## config.mk

```make
export PLATFORM = sky130hd
export DESIGN_NAME = pipeTop
export DESIGN_NICKNAME = d
export VERILOG_FILES = /design/src/common/isaPkg.sv /design/src/common/pipePkg.sv /design/src/design/regFile.sv /design/src/execute/forwardingUnit.sv /design/src/execute/alu.sv /design/src/design/decodeStage.sv /design/src/execute/executeStage.sv /design/src/design/pipeTop.sv
export VERILOG_INCLUDE_DIRS = /design/src /design/src/common
export SDC_FILE = /design/constraint.sdc
export NUM_CORES = 1
export LEC_CHECK = 0
export BUFFER_PORTS_ARGS = -buffer_cell sky130_fd_sc_hd__buf_2
export CAP_MARGIN = 10
export CORE_UTILIZATION = 45
export CTS_BUF_LIST = sky130_fd_sc_hd__clkbuf_4 sky130_fd_sc_hd__clkbuf_8
export CTS_CLUSTER_DIAMETER = 40
export DETAILED_ROUTE_END_ITERATION = 16
export GPL_TIMING_DRIVEN = 0
export MAX_ROUTING_LAYER = met4
export PLACE_DENSITY_LB_ADDON = 0.05
export SKIP_LAST_GASP = 1
export SYNTH_ARGS = -nofsm -noshare
export SYNTH_HDL_FRONTEND = slang
export SYNTH_HIERARCHICAL = 1
export SYNTH_SLANG_ARGS = --single-unit
```

## constraint.sdc

```tcl
create_clock -name clk -period 12.7 [get_ports clk]
set_clock_uncertainty 0.2 [all_clocks]
set_input_delay 1.27 -clock clk [delete_from_list [all_inputs] [get_ports clk]]
set_output_delay 1.27 -clock clk [all_outputs]
set_load 0.02 [all_outputs]
```

## src/common/core_consts.svh

```systemverilog
// Core sizing constants shared by the decode and execute stages of the integer pipeline
`ifndef CORE_CONSTS_SVH
`define CORE_CONSTS_SVH

// Width of a register and of every ALU operand and result
`define DATA_WIDTH 16

// Width of a register number in an instruction
`define REG_ADDR_WIDTH 4

// Registers in the file, with register 0 reading as zero
`define NUM_REGS 16

`endif

```

## src/common/isaPkg.sv

```systemverilog
// Instruction set package holding the ALU opcode encoding of the integer core
package isaPkg;

	// Opcodes as carried from issue through ID/EX into the ALU
	typedef enum logic [2:0] {
		OP_ADD = 3'd0, // rs + rt
		OP_SUB = 3'd1, // rs - rt
		OP_AND = 3'd2, // Bitwise and
		OP_OR  = 3'd3, // Bitwise or
		OP_XOR = 3'd4, // Bitwise exclusive or
		OP_SLL = 3'd5, // rs shifted left by the low 4 bits of rt
		OP_LDI = 3'd6  // Result is the immediate, sources ignored
	} aluOp_e;

	// Code 3'd7 is unassigned and makes the ALU return zero

endpackage

```

## src/common/pipePkg.sv

```systemverilog
// Pipeline control package holding the operand source select of the forwarding path
package pipePkg;

	// Select driven by the forwarding unit into each ALU operand mux
	typedef enum logic [1:0] {
		FWD_NONE  = 2'b00, // Take the value read in decode
		FWD_MEMWB = 2'b01, // Take the older result sitting in MEM/WB
		FWD_EXMEM = 2'b10  // Take the newest result sitting in EX/MEM
	} forwardSel_e;

endpackage

```

## src/design/regFile.sv

```systemverilog
// Register file with two combinational read ports, one write port and a write-through bypass
`timescale 1ns/10ps
`include "core_consts.svh"

module regFile (
	input  logic                       clk,
	input  logic                       rstN,
	input  logic [`REG_ADDR_WIDTH-1:0] rdAddrA,    // Source of operand A
	input  logic [`REG_ADDR_WIDTH-1:0] rdAddrB,    // Source of operand B
	output logic [`DATA_WIDTH-1:0]     rdDataA,
	output logic [`DATA_WIDTH-1:0]     rdDataB,
	input  logic                       wrEn,       // Driven by the write-back valid
	input  logic [`REG_ADDR_WIDTH-1:0] wrAddr,
	input  logic [`DATA_WIDTH-1:0]     wrData
);

	logic [`DATA_WIDTH-1:0] regs [`NUM_REGS]; // Entry 0 stays zero from reset onward
	logic                   wrLive;           // A write that actually lands this cycle

	assign wrLive = wrEn && (wrAddr != '0); // Writes aimed at register 0 are dropped

	always_ff @(posedge clk or negedge rstN) begin
		if (!rstN) begin
			for (int i = 0; i < `NUM_REGS; i++) begin
				regs[i] <= '0; // All registers start at zero
			end
		end else if (wrLive) begin
			regs[wrAddr] <= wrData;
		end
	end

	// A reader in the same cycle as the write sees the new data, which closes the
	// gap for a consumer issued three edges after its producer
	assign rdDataA = (rdAddrA == '0)                  ? '0     :
	                 (wrLive && (wrAddr == rdAddrA)) ? wrData : regs[rdAddrA];
	assign rdDataB = (rdAddrB == '0)                  ? '0     :
	                 (wrLive && (wrAddr == rdAddrB)) ? wrData : regs[rdAddrB];

endmodule

```

## src/execute/forwardingUnit.sv

```systemverilog
// Forwarding unit that picks the source of each ALU operand from the older pipeline stages
`timescale 1ns/10ps
`include "core_consts.svh"

module forwardingUnit (
	input  logic                       exmemWrite, // EX/MEM holds a valid result
	input  logic                       memwbWrite, // MEM/WB holds a valid result
	input  logic [`REG_ADDR_WIDTH-1:0] exmemRd,
	input  logic [`REG_ADDR_WIDTH-1:0] memwbRd,
	input  logic [`REG_ADDR_WIDTH-1:0] idexRs,     // Source of operand A in ID/EX
	input  logic [`REG_ADDR_WIDTH-1:0] idexRt,     // Source of operand B in ID/EX
	output pipePkg::forwardSel_e       forwardA,
	output pipePkg::forwardSel_e       forwardB
);
	import pipePkg::*;

	logic exHazardA;  // EX/MEM will write operand A's register
	logic exHazardB;  // EX/MEM will write operand B's register
	logic memHazardA; // MEM/WB will write operand A's register
	logic memHazardB; // MEM/WB will write operand B's register

	// Register 0 is excluded since its value is fixed and never produced by a stage
	assign exHazardA  = exmemWrite && (exmemRd != '0) && (exmemRd == idexRs);
	assign exHazardB  = exmemWrite && (exmemRd != '0) && (exmemRd == idexRt);
	assign memHazardA = memwbWrite && (memwbRd != '0) && (memwbRd == idexRs);
	assign memHazardB = memwbWrite && (memwbRd != '0) && (memwbRd == idexRt);

	// The newer stage wins when both older instructions target the same register
	assign forwardA = exHazardA  ? FWD_EXMEM :
	                  memHazardA ? FWD_MEMWB :
	                               FWD_NONE;

	assign forwardB = exHazardB  ? FWD_EXMEM :
	                  memHazardB ? FWD_MEMWB :
	                               FWD_NONE;

endmodule

```

## src/execute/alu.sv

```systemverilog
// Combinational ALU computing the integer opcode set on two operands and an immediate
`timescale 1ns/10ps
`include "core_consts.svh"

module alu (
	input  isaPkg::aluOp_e         op,
	input  logic [`DATA_WIDTH-1:0] a,      // Forwarded rs value
	input  logic [`DATA_WIDTH-1:0] b,      // Forwarded rt value
	input  logic [`DATA_WIDTH-1:0] imm,    // Only consumed by OP_LDI
	output logic [`DATA_WIDTH-1:0] result
);
	import isaPkg::*;

	logic [3:0] shiftAmt; // Only the low bits of rt count for shifts

	assign shiftAmt = b[3:0];

	always_comb begin
		case (op)
			OP_ADD: begin
				result = a + b; // Wraps at the data width
			end
			OP_SUB: begin
				result = a - b;
			end
			OP_AND: begin
				result = a & b;
			end
			OP_OR: begin
				result = a | b;
			end
			OP_XOR: begin
				result = a ^ b;
			end
			OP_SLL: begin
				result = a << shiftAmt; // Zeros shift in from the right
			end
			OP_LDI: begin
				result = imm; // Sources are ignored
			end
			default: begin
				result = '0; // Unassigned opcode
			end
		endcase
	end

endmodule

```

## src/design/decodeStage.sv

```systemverilog
// Decode stage that reads the register file for the issued instruction and loads ID/EX
`timescale 1ns/10ps
`include "core_consts.svh"

module decodeStage (
	input  logic                       clk,
	input  logic                       rstN,
	input  logic                       issueValid, // One instruction per high cycle
	input  isaPkg::aluOp_e             issueOp,
	input  logic [`REG_ADDR_WIDTH-1:0] issueRd,
	input  logic [`REG_ADDR_WIDTH-1:0] issueRs,
	input  logic [`REG_ADDR_WIDTH-1:0] issueRt,
	input  logic [`DATA_WIDTH-1:0]     issueImm,
	input  logic                       wbValid,    // Write-back from MEM/WB
	input  logic [`REG_ADDR_WIDTH-1:0] wbReg,
	input  logic [`DATA_WIDTH-1:0]     wbData,
	output logic                       idexValid,
	output isaPkg::aluOp_e             idexOp,
	output logic [`REG_ADDR_WIDTH-1:0] idexRd,
	output logic [`REG_ADDR_WIDTH-1:0] idexRs,
	output logic [`REG_ADDR_WIDTH-1:0] idexRt,
	output logic [`DATA_WIDTH-1:0]     idexRsData,
	output logic [`DATA_WIDTH-1:0]     idexRtData,
	output logic [`DATA_WIDTH-1:0]     idexImm
);

	logic [`DATA_WIDTH-1:0] rsData; // Read of the issued rs, bypassed if written now
	logic [`DATA_WIDTH-1:0] rtData; // Read of the issued rt, bypassed if written now

	regFile uRegFile (
		.clk     (clk),
		.rstN    (rstN),
		.rdAddrA (issueRs),
		.rdAddrB (issueRt),
		.rdDataA (rsData),
		.rdDataB (rtData),
		.wrEn    (wbValid),
		.wrAddr  (wbReg),
		.wrData  (wbData)
	);

	// A bubble enters ID/EX as an invalid slot
	always_ff @(posedge clk or negedge rstN) begin
		if (!rstN) begin
			idexValid <= 1'b0;
		end else begin
			idexValid <= issueValid;
		end
	end

	// Payload is only meaningful while idexValid is high
	always_ff @(posedge clk) begin
		idexOp     <= issueOp;
		idexRd     <= issueRd;
		idexRs     <= issueRs;
		idexRt     <= issueRt;
		idexRsData <= rsData;
		idexRtData <= rtData;
		idexImm    <= issueImm;
	end

endmodule

```

## src/execute/executeStage.sv

```systemverilog
// Execute stage with forwarded operand muxes, the ALU and the EX/MEM and MEM/WB latches
`timescale 1ns/10ps
`include "core_consts.svh"

module executeStage (
	input  logic                       clk,
	input  logic                       rstN,
	input  logic                       idexValid,
	input  isaPkg::aluOp_e             idexOp,
	input  logic [`REG_ADDR_WIDTH-1:0] idexRd,
	input  logic [`REG_ADDR_WIDTH-1:0] idexRs,
	input  logic [`REG_ADDR_WIDTH-1:0] idexRt,
	input  logic [`DATA_WIDTH-1:0]     idexRsData,
	input  logic [`DATA_WIDTH-1:0]     idexRtData,
	input  logic [`DATA_WIDTH-1:0]     idexImm,
	output logic                       wbValid,    // High for one cycle per result
	output logic [`REG_ADDR_WIDTH-1:0] wbReg,
	output logic [`DATA_WIDTH-1:0]     wbData
);
	import pipePkg::*;

	forwardSel_e                forwardA;
	forwardSel_e                forwardB;
	logic [`DATA_WIDTH-1:0]     opA;         // Operand A after forwarding
	logic [`DATA_WIDTH-1:0]     opB;         // Operand B after forwarding
	logic [`DATA_WIDTH-1:0]     aluResult;
	logic                       exmemValid;
	logic [`REG_ADDR_WIDTH-1:0] exmemRd;
	logic [`DATA_WIDTH-1:0]     exmemResult;
	logic                       memwbValid;
	logic [`REG_ADDR_WIDTH-1:0] memwbRd;
	logic [`DATA_WIDTH-1:0]     memwbResult;

	// Same mux for both operands
	function automatic logic [`DATA_WIDTH-1:0] pickOperand(
		input forwardSel_e            sel,
		input logic [`DATA_WIDTH-1:0] regData,
		input logic [`DATA_WIDTH-1:0] exmemData,
		input logic [`DATA_WIDTH-1:0] memwbData
	);
		case (sel)
			FWD_EXMEM: return exmemData;
			FWD_MEMWB: return memwbData;
			default:   return regData;
		endcase
	endfunction

	forwardingUnit uForward (
		.exmemWrite (exmemValid), // Bubbles never forward
		.memwbWrite (memwbValid),
		.exmemRd    (exmemRd),
		.memwbRd    (memwbRd),
		.idexRs     (idexRs),
		.idexRt     (idexRt),
		.forwardA   (forwardA),
		.forwardB   (forwardB)
	);

	assign opA = pickOperand(forwardA, idexRsData, exmemResult, memwbResult);
	assign opB = pickOperand(forwardB, idexRtData, exmemResult, memwbResult);

	alu uAlu (
		.op     (idexOp),
		.a      (opA),
		.b      (opB),
		.imm    (idexImm),
		.result (aluResult)
	);

	// Valid bits walk the slot down the pipe, bubbles included
	always_ff @(posedge clk or negedge rstN) begin
		if (!rstN) begin
			exmemValid <= 1'b0;
			memwbValid <= 1'b0;
		end else begin
			exmemValid <= idexValid;
			memwbValid <= exmemValid;
		end
	end

	// The memory stage has no work and just holds the result a cycle
	always_ff @(posedge clk) begin
		exmemRd     <= idexRd;
		exmemResult <= aluResult;
		memwbRd     <= exmemRd;
		memwbResult <= exmemResult;
	end

	assign wbValid = memwbValid;
	assign wbReg   = memwbRd;
	assign wbData  = memwbResult;

endmodule

```

## src/design/pipeTop.sv

```systemverilog
// Integer pipeline top joining decode and execute, with write-back looped into the register file
`timescale 1ns/10ps
`include "core_consts.svh"

module pipeTop (
	input  logic                       clk,
	input  logic                       rstN,
	input  logic                       issueValid,
	input  isaPkg::aluOp_e             issueOp,
	input  logic [`REG_ADDR_WIDTH-1:0] issueRd,
	input  logic [`REG_ADDR_WIDTH-1:0] issueRs,
	input  logic [`REG_ADDR_WIDTH-1:0] issueRt,
	input  logic [`DATA_WIDTH-1:0]     issueImm,
	output logic                       wbValid,  // Result leaves three edges after issue
	output logic [`REG_ADDR_WIDTH-1:0] wbReg,
	output logic [`DATA_WIDTH-1:0]     wbData
);
	import isaPkg::*;

	logic                       idexValid;
	aluOp_e                     idexOp;
	logic [`REG_ADDR_WIDTH-1:0] idexRd;
	logic [`REG_ADDR_WIDTH-1:0] idexRs;
	logic [`REG_ADDR_WIDTH-1:0] idexRt;
	logic [`DATA_WIDTH-1:0]     idexRsData;
	logic [`DATA_WIDTH-1:0]     idexRtData;
	logic [`DATA_WIDTH-1:0]     idexImm;

	decodeStage uDecode (
		.clk (clk), .rstN (rstN),
		.issueValid (issueValid), .issueOp (issueOp), .issueRd (issueRd),
		.issueRs (issueRs), .issueRt (issueRt), .issueImm (issueImm),
		.wbValid (wbValid), .wbReg (wbReg), .wbData (wbData), // Write-back loop
		.idexValid (idexValid), .idexOp (idexOp), .idexRd (idexRd),
		.idexRs (idexRs), .idexRt (idexRt), .idexRsData (idexRsData),
		.idexRtData (idexRtData), .idexImm (idexImm)
	);

	executeStage uExecute (
		.clk (clk), .rstN (rstN),
		.idexValid (idexValid), .idexOp (idexOp), .idexRd (idexRd),
		.idexRs (idexRs), .idexRt (idexRt), .idexRsData (idexRsData),
		.idexRtData (idexRtData), .idexImm (idexImm),
		.wbValid (wbValid), .wbReg (wbReg), .wbData (wbData)
	);

endmodule

```

Word-level counts from Yosys, hierarchy flattened
Cells that the tools add are included.
- bits in registers: 362
- bits of input ports: 34
- logic and storage cells: 91
- add/subtract/negate cells: 2
- $lt $le $gt $ge: 4
- eq/ne operators: 16
- shifts and indexed selects: 1
- multiplexer cells: 18
- bitwise logic cells: 6
- reductions and logical operators: 14
- operators with widths (cell ; count):
    256-bit bitwise mux ; 1
    16-bit binary-select mux with 4-bit select ; 2
    16-bit 2-to-1 mux ; 7
    16-bit one-hot mux with 7 select lines ; 1
    16-bit demux with 4-bit select ; 1
    16-bit one-hot mux with 2 select lines ; 2
    4-bit equality test ; 6
    16-bit adder ; 1
    16-bit bitwise AND ; 1
    16-bit bitwise OR ; 1
    16-bit by 4-bit left shift with 16-bit output ; 1
    16-bit subtractor ; 1
    16-bit bitwise XOR ; 1
    5-bit greater-or-equal comparator (second input constant) ; 3
    4-bit inverter with 5-bit output ; 3
    3-bit equality test (second input constant) ; 3
    1-bit logical AND ; 9
    4-bit logical NOT ; 2
    4-bit nonzero test ; 2
    3-bit by 2-bit equality test with 1-bit output (second input constant) ; 2
    5-bit by 1-bit less-than comparator with 1-bit output (second input constant) ; 1
    2-bit by 1-bit equality test with 1-bit output (second input constant) ; 2
    2-bit equality test (second input constant) ; 2
    2-bit 2-to-1 mux ; 2
    3 further kinds ; 4

Logic depth before layout (Yosys ltp)
Gate-level depths: netlist (run 1).
- word-level depth: 9
- mapped depth: 27
- mapped depth without buffers: 21

Hierarchy
Netlist (run 1), hierarchy kept.
- modules (own cells, without submodules) (module ; instances ; cells each ; area an instance (µm²) ; seq. area each (µm²)):
    regFile ; 1 ; 1050 ; 14203.6 ; 6406.1
    alu ; 1 ; 423 ; 2949.1 ; 0.0
    executeStage ; 1 ; 160 ; 1690.4 ; 850.8
    decodeStage ; 1 ; 64 ; 1286.2 ; 1286.2
    forwardingUnit ; 1 ; 30 ; 242.7 ; 0.0

Worst setup path after synthesis (run 1)
No wires, ideal clock.
- kind: reg2reg
- start: reg uExecute.memwbRd[1] (netlist: uExecute/wbReg[1])
- end: reg uExecute.exmemResult[15]
- setup time: 0.084 ns
- data arrival time: 4.719 ns
- required time: 12.416 ns
- slack: 7.696 ns
- stages on the path, launching flop included: 23
- path buffers: 2
- clock period less this slack: 5.004 ns
- cell sequence: dfxtp_1 -> xor2_1 -> nor4_1 -> o311a_2 -> inv_1 -> ha_1 -> buf_2 -> o21ai_0 -> inv_1 -> clkbuf_1 -> ha_1 -> inv_1 -> nor2_1 -> and3_1 -> a31oi_1 -> xnor2_1 -> ha_1 -> a21oi_1 -> nand2_1 -> a21o_1 -> a21o_1 -> and3_1 -> o31ai_2
- word-level cells in the longest chain between the ends: 9
- elaborated cells between the ends (all ways): 23
- ends and longest elaborated chain (element ; RTL line ; text):
    start: declaration ; executeStage.sv:31 ; logic [`REG_ADDR_WIDTH-1:0] memwbRd;
    start signal: assignment ; executeStage.sv:85 ; memwbRd <= exmemRd;
    4-bit nonzero test ; forwardingUnit.sv:26 ; assign memHazardB = memwbWrite && (memwbRd != '0) && (memwbRd == idexRt);
    1-bit logical AND ; forwardingUnit.sv:26 ;
    1-bit logical AND (*) ; forwardingUnit.sv:26 ;
    1-bit 2-to-1 mux (*) ; forwardingUnit.sv:34 ; memHazardB ? FWD_MEMWB :
    2-bit 2-to-1 mux (*) ; forwardingUnit.sv:33 ; assign forwardB = exHazardB ? FWD_EXMEM :
    via uExecute.forwardB[0] ; executeStage.sv:23 ; forwardSel_e forwardB;
    2-bit by 1-bit equality test with 1-bit output or 2-bit equality test (tied branches) ; executeStage.sv:41 ; case (sel)
    16-bit one-hot mux with 2 select lines (*) ; executeStage.sv:41 ;
    via uExecute.opB[0] ; executeStage.sv:25 ; logic [`DATA_WIDTH-1:0] opB;
    16-bit subtractor, or another cell as far along ; alu.sv:24 ; result = a - b;
    16-bit one-hot mux with 7 select lines (*) ; alu.sv:19 ; case (op)
    via uExecute.aluResult[15] ; executeStage.sv:26 ; logic [`DATA_WIDTH-1:0] aluResult;
    end signal: assignment ; executeStage.sv:84 ; exmemResult <= aluResult;
    end: declaration ; executeStage.sv:29 ; logic [`DATA_WIDTH-1:0] exmemResult;
The timed path passes the listed nets; every way through them passes the cells marked *.
A chain may end at the register's enable or synchronous reset.

Worst setup path in the final report (run 1)
- start: reg uExecute.memwbRd[0] (netlist: uExecute/wbReg[0])
- end: reg uExecute.exmemResult[14]
The elaborated chain is that of the path after synthesis.

==> impl_metrics.env, run 1 <==
export IMPL_final_cell_mix="dfrtp_1 (259), mux2_2 (179), mux2i_1 (162)"
export IMPL_dpl_instance_area_sq_mm=0.0214
export IMPL_ir_drop_mv=0.117
export IMPL_post_route_min_period_ps=6420
export IMPL_hold_viol=0
export IMPL_rsz0062_at_grt="false"
export IMPL_first_pass_iters=5
export IMPL_p_leak_nw=10.2
export IMPL_diodes=0
export IMPL_synthArstFlopShare=0.715
export IMPL_postLayoutCellArea_sq_mm=0.0231
export IMPL_ys_ff_latch=362
export IMPL_final_common_cell="dfrtp_1"
export IMPL_hold_end="uExecute/exmemRd[0]"
export IMPL_hp_start="uDecode/idexRd[0]"
export IMPL_fin_cells=2507
export IMPL_whs_ps=129
export IMPL_path_class="flop to flop"
export IMPL_ys_warn_count=6
export IMPL_synth_seq_area_share=0.419
export IMPL_reg2regPathDepth=21
export IMPL_tns_ps=0
export IMPL_cp_max_fo=12
export IMPL_synth_edf_count=0
export IMPL_coreArea_sq_mm=0.0444
export IMPL_yosysUniqueCellTypes=75
export IMPL_syn_area_sq_mm=0.0204
export IMPL_first_iter_violations=1015
export IMPL_post_cts_buffers=0
export IMPL_wl_per_cell_um=25.1
export IMPL_overflow=0
export IMPL_dp_hpwl_mm=47.5
export IMPL_worstPathRequired_ps=13070
export IMPL_htreeDepth=3
export IMPL_hold_depth=0
export IMPL_dpl_cell_count=2375
export IMPL_worst_pin_slew_ps=946
export IMPL_worst_slack_ps=6280
export IMPL_die_w_um=215
export IMPL_clkLatencyLatePin_ps=640
export IMPL_avgSynthCellArea_sq_um=11.8
export IMPL_path_clk_slew_ps=60
export IMPL_syn_inst=1727
export IMPL_die_y_um=215
export IMPL_initial_core_util=0.459
export IMPL_maxCapViolations=0
export IMPL_globalplace_congestion=0.951
export IMPL_power_total_mw=5.11
export IMPL_vias=14700
export IMPL_power_density_mw_per_mm2=222
export IMPL_fin_nets=1947
export IMPL_status="complete, no violations"
export IMPL_area_growth_syn_to_layout_pct=13.3
export IMPL_ys_dominant_reg_cell="dfrtp_1"
export IMPL_cts_repair_resized=0
export IMPL_rows=77
export IMPL_layout_drive_gt1_share=0.313
export IMPL_pre_cts_slack_ps=6410
export IMPL_drtAntennaViolNets=0
export IMPL_r2r_setup_slack_ps=6280
export IMPL_arrival_ps=6790
export IMPL_critPathLaunchType="flop"
export IMPL_ctsRootBufferMaster="clkbuf_8"
export IMPL_io_buffers=54
export IMPL_final_util=0.520
export IMPL_wirelength_mm=62.8
export IMPL_drv_slew=0
export IMPL_cts_sinks=362
export IMPL_r2r_end="uExecute/exmemResult[14]"
export IMPL_grt_pass1_vias=15300
export IMPL_grtUsageTotal=0.285
export IMPL_antenna_found_initial=0
export IMPL_hold_buffers=0
export IMPL_endpoint_kind="flop"
export IMPL_setup_viol=0
export IMPL_tritoncts="yes"
export IMPL_grt_pass1_wl_mm=95.9
export IMPL_hold_path_class="flop to flop"
export IMPL_cts_buffers=74
export IMPL_die_area_sq_mm=0.0461
export IMPL_grt_max_degree=112
export IMPL_fmax_mhz=156
export IMPL_synth_fp_nets=1815
export IMPL_num_io_pins=55
export IMPL_drc=0
export IMPL_slew_limit_headroom=0.363
export IMPL_r2r_start="uExecute/wbReg[0]"
export IMPL_finalCritPeriodShare=0.506
export IMPL_via_per_inst=5.85
export IMPL_clk_path_buf_depth=3
per-layer routing:
layer,GRT usage,part of all wire,vias to the layer above
met5,-,0,-
met4,0.136,0.048,0
met3,0.0480,0.039,152
met2,0.459,0.48,400
met1,0.349,0.43,7391
li1,-,-,6712
worst max path at each step:
stage,startpoint,cells after the start,slack [ps],endpoint
5_1_grt,uExecute/wbReg[0],22,5970,uExecute/exmemResult[15]
6_report,uExecute/wbReg[0],21,6280,uExecute/exmemResult[14]
4_1_cts,uExecute/wbReg[0],22,6370,uExecute/exmemResult[15]
3_5_place_dp,uExecute/wbReg[0],21,6410,uExecute/exmemResult[14]
3_3_place_gp,rstN,1,5320,uDecode/uRegFile/regs[76]
2_1_floorplan,uExecute/wbReg[1],22,7700,uExecute/exmemResult[15]
synth_stat cells, types with 4 or more instances:
master    instances  area share
o21ai_0          38      0.0093
dfrtp_1         259        0.32
mux2i_1         162       0.080
ha_1             53       0.033
o22ai_1          72       0.022
a22oi_2          20       0.012
a31oi_1          38       0.012
mux4_2           70       0.077
a21oi_1          30      0.0074
xor2_1           16      0.0069
nor2_2            8      0.0025
clkbuf_1         76       0.014
o21a_1            4      0.0015
o221ai_1          4      0.0017
nand2b_1         12      0.0037
nand3_1          35      0.0086
or2_1             4      0.0012
mux2_2          179       0.099
buf_2            55       0.014
nor3_1            7      0.0017
and3_1            5      0.0015
o211ai_1          4      0.0015
buf_6            10      0.0055
a21o_1            7      0.0026
xnor2_1          33       0.014
nor2_1           40      0.0074
o21ai_1          22      0.0054
buf_4            18      0.0066
dfxtp_1         103        0.10
nand2_1          73       0.013
nor2b_1           6      0.0018
o31ai_1          32       0.012
a211oi_1         36       0.013
mux2_1           37       0.020
or3_1             7      0.0021
mux2_4           30       0.022
inv_1            44      0.0081
a22oi_1          14      0.0052
or3b_1            4      0.0017
worst max-delay path, cell delays in order (launching register included):
cell and delay [ps]:
dfxtp_1 540, xor2_1 120, nor4_1 270, o311a_2 230, inv_1 50, ha_1 460, buf_2 320, o21ai_0 400
inv_1 200, clkbuf_1 510, ha_1 310, inv_1 60, nor2_1 340, and3_1 290, a31oi_1 120, xnor2_1 160
ha_1 380, a21oi_1 420, o211ai_1 150, a21oi_1 210, mux2i_1 420, a211o_1 180
registers in the layout (all words and copies together), names as in the netlist, 3 cells and up:
| name | flops |
|---|---|
| uExecute/wbData | 16 |
| uDecode/idexRt | 4 |
| uDecode/idexImm | 16 |
| uExecute/exmemResult | 16 |
| uDecode/uRegFile/regs | 256 |
| uDecode/idexRs | 4 |
| uExecute/wbReg | 4 |
| uDecode/idexRtData | 16 |
| uDecode/idexRd | 4 |
| uDecode/idexOp | 3 |
| uExecute/exmemRd | 4 |
| uDecode/idexRsData | 16 |
area by class of cell:
class                   count  area (sq um)
plain buffers             165           880
clock buffers             107          1360
clock inverters            25           274
fillers                  4000         21300
inverters                  45           169
multi-input cells        1155         10800
flip-flops and latches    362          8540
well taps                 592           741
repair buffers             56           335
cells by family after synthesis:
| logic type | synth area share |
|---|---|
| muxes | 0.298 |
| DFF | 0.419 |
| xor gates and xnor gates | 0.0211 |
| adders and majority gates | 0.0335 |
| AOI/OAI and AO/OA | 0.118 |
| and+or+nand+nor | 0.0579 |
| buffers and inverters | 0.0515 |
power by group:
part           leakage (nW)  internal, mW  total [mW]  switching, mW
sequential             4.26          1.55        1.91          0.361
clock                 0.857         0.779        1.32          0.542
combinational          5.05         0.870        1.88           1.01
Power figures use the tool's default switching activity.
==> run 2: changes to the inputs <==
==> constraint.sdc (replaced) <==
create_clock -name clk -period 5.4 [get_ports clk]
set_clock_uncertainty 0.2 [all_clocks]
set_input_delay 0.54 -clock clk [delete_from_list [all_inputs] [get_ports clk]]
set_output_delay 0.54 -clock clk [all_outputs]
set_load 0.02 [all_outputs]
==> impl_metrics.env, run 2 (same netlist as run 1, synthesis figures left out) <==
export IMPL_fmax_mhz=193
export IMPL_maxCapViolations=0
export IMPL_io_buffers=54
export IMPL_r2r_start="uExecute/wbReg[3]"
export IMPL_die_w_um=215
export IMPL_regArea_sq_mm=0.00856
export IMPL_n_fill_cell=3961
export IMPL_tns_ps=0
export IMPL_first_pass_iters=5
export IMPL_initial_core_util=0.459
export IMPL_hold_viol=0
export IMPL_slew_limit_headroom=0.414
export IMPL_globalplace_congestion=0.951
export IMPL_crit_chain="xor2_1 > nor4_1 > o311a_2 > inv_1 > ha_2 > buf_6 > o21ai_1 > or4_4 > nor4_4 > buf_4 > a31oi_1 > xnor2_1 > ha_1 > a21o_1 > a21oi_1 > o211ai_1 > a21oi_1 > mux2i_2 > a211o_1"
export IMPL_worst_slack_ps=217
export IMPL_hold_end="uExecute/exmemRd[1]"
export IMPL_area_growth_syn_to_layout_pct=15.6
export IMPL_critPathLaunchType="flop"
export IMPL_status="complete, no violations"
export IMPL_cp_common_cell="a21oi_1"
export IMPL_worst_pin_slew_ps=879
export IMPL_cts_buffers=74
export IMPL_reg2regPathDepth=19
export IMPL_die_area_sq_mm=0.0461
export IMPL_antenna_found_initial=0
export IMPL_fin_cells=2538
export IMPL_path_clk_slew_ps=60
export IMPL_die_y_um=215
export IMPL_drv_slew=0
export IMPL_coreArea_sq_mm=0.0444
export IMPL_endpoint_kind="flop"
export IMPL_hp_start="uDecode/idexRd[1]"
export IMPL_multiInputGateArea_sq_mm=0.0109
export IMPL_grtUsageTotal=0.286
export IMPL_clk_path_buf_depth=3
export IMPL_final_util=0.530
export IMPL_overflow=0
export IMPL_hold_path_class="flop to flop"
export IMPL_drtAntennaViolNets=0
export IMPL_cp_buffers_inverters=3
export IMPL_hold_depth=0
export IMPL_grt_max_degree=112
export IMPL_largest_register="uDecode/uRegFile/regs"
export IMPL_first_iter_violations=952
export IMPL_critPathSlowestCell="or4_4"
export IMPL_post_route_min_period_ps=5180
export IMPL_diodes=0
export IMPL_cts_sinks=362
export IMPL_ir_drop_mv=0.275
export IMPL_grt_pass1_vias=15400
export IMPL_final_common_cell="dfrtp_1"
export IMPL_r2r_setup_slack_ps=220
export IMPL_cpPeakStageDelay_ps=570
export IMPL_htreeDepth=3
export IMPL_path_class="flop to flop"
export IMPL_cp_startpoint="uExecute/wbReg[3]"
export IMPL_worstPathRequired_ps=5780
export IMPL_power_density_mw_per_mm2=516
export IMPL_dp_hpwl_mm=47.5
export IMPL_finalCritPeriodShare=0.960
export IMPL_ctsRootBufferMaster="clkbuf_8"
export IMPL_postLayoutCellArea_sq_mm=0.0235
export IMPL_arrival_ps=5560
export IMPL_pre_cts_slack_ps=-893
export IMPL_rows=77
export IMPL_r2r_end="uExecute/exmemResult[14]"
export IMPL_wirelength_mm=63.4
export IMPL_dpl_instance_area_sq_mm=0.0214
export IMPL_via_per_inst=5.84
export IMPL_drc=0
export IMPL_power_total_mw=12.2
export IMPL_final_cell_mix="dfrtp_1 (258), mux2_2 (179), mux2i_1 (161)"
export IMPL_cp_max_fo=10
export IMPL_whs_ps=134
export IMPL_p_leak_nw=10.3
export IMPL_tritoncts="yes"
export IMPL_clkLatencyLatePin_ps=650
export IMPL_vias=14800
export IMPL_dpl_cell_count=2375
export IMPL_cp_top_family="compound AO/OA/AOI/OAI gates"
export IMPL_layout_drive_gt1_share=0.323
export IMPL_wl_per_cell_um=25.0
export IMPL_num_io_pins=55
export IMPL_largest_reg_flops=256
export IMPL_grt_pass1_wl_mm=96.4
export IMPL_setup_viol=0
export IMPL_fin_nets=1978
[run 2: cell count changes in the layout (fill, tap and decap cells not counted), sizes merged]
cell         before  now
buf             145  147
clkbuf          183  179
dlygate4sd3       0   33
[run 2: metal layers]
metal / wire length, um / track usage / up-vias
li1: - / - / 6780
met1: 27200 / 0.350 / 7479
met2: 30800 / 0.463 / 412
met5: 0 / - / -
met3: 2580 / 0.0471 / 162
met4: 2810 / 0.132 / 0
[run 2: where the power goes]
part / switching, mW / internal (mW)
Sequential: 0.852 / 3.65
Clock: 1.28 / 1.83
Combinational: 2.42 / 2.12
Total: 4.56 / 7.60
[run 2: worst register-to-register path: stages, from the launching register on]
cell      delay (ps)
dfxtp_1          500
xor2_1           120
nor4_1           180
o311a_2          240
inv_1             50
ha_2             440
buf_6            210
o21ai_1          210
or4_4            580
nor4_4           260
buf_4            200
a31oi_1          130
xnor2_1          170
ha_1             390
a21o_1           190
a21oi_1          200
o211ai_1         110
a21oi_1          230
mux2i_2          360
a211o_1          170
[run 2: worst max-delay path by stage]
stage,slack [ps],depth (start not counted),end
2_1_floorplan,400,22,uExecute/exmemResult[15]
3_3_place_gp,-1250,1,uDecode/uRegFile/regs[76]
3_5_place_dp,-890,21,uExecute/exmemResult[14]
4_1_cts,10,18,uExecute/exmemResult[9]
5_1_grt,-1,25,uExecute/exmemResult[14]
6_report,220,19,uExecute/exmemResult[14]
[run 2: timing repair]
| item | in CTS | in global routing |
|---|---|---|
| setup endpoints to repair | 12 | 9 |
| hold buffers | 33 | 0 |
| hold endpoints to repair | 88 | 0 |
| buffers inserted | 0 | 2 |
| pin swaps | 0 | 4 |
| gates resized for setup | 17 | 25 |
[run 2: cell type report]
cell class	count	area share
multi-input cells	1155	0.462
flip-flops and latches	362	0.364
clock buffers	107	0.0578
plain buffers	161	0.0375
well taps	592	0.0315
repair buffers	91	0.0289
clock inverters	25	0.0116
inverters	45	0.00723
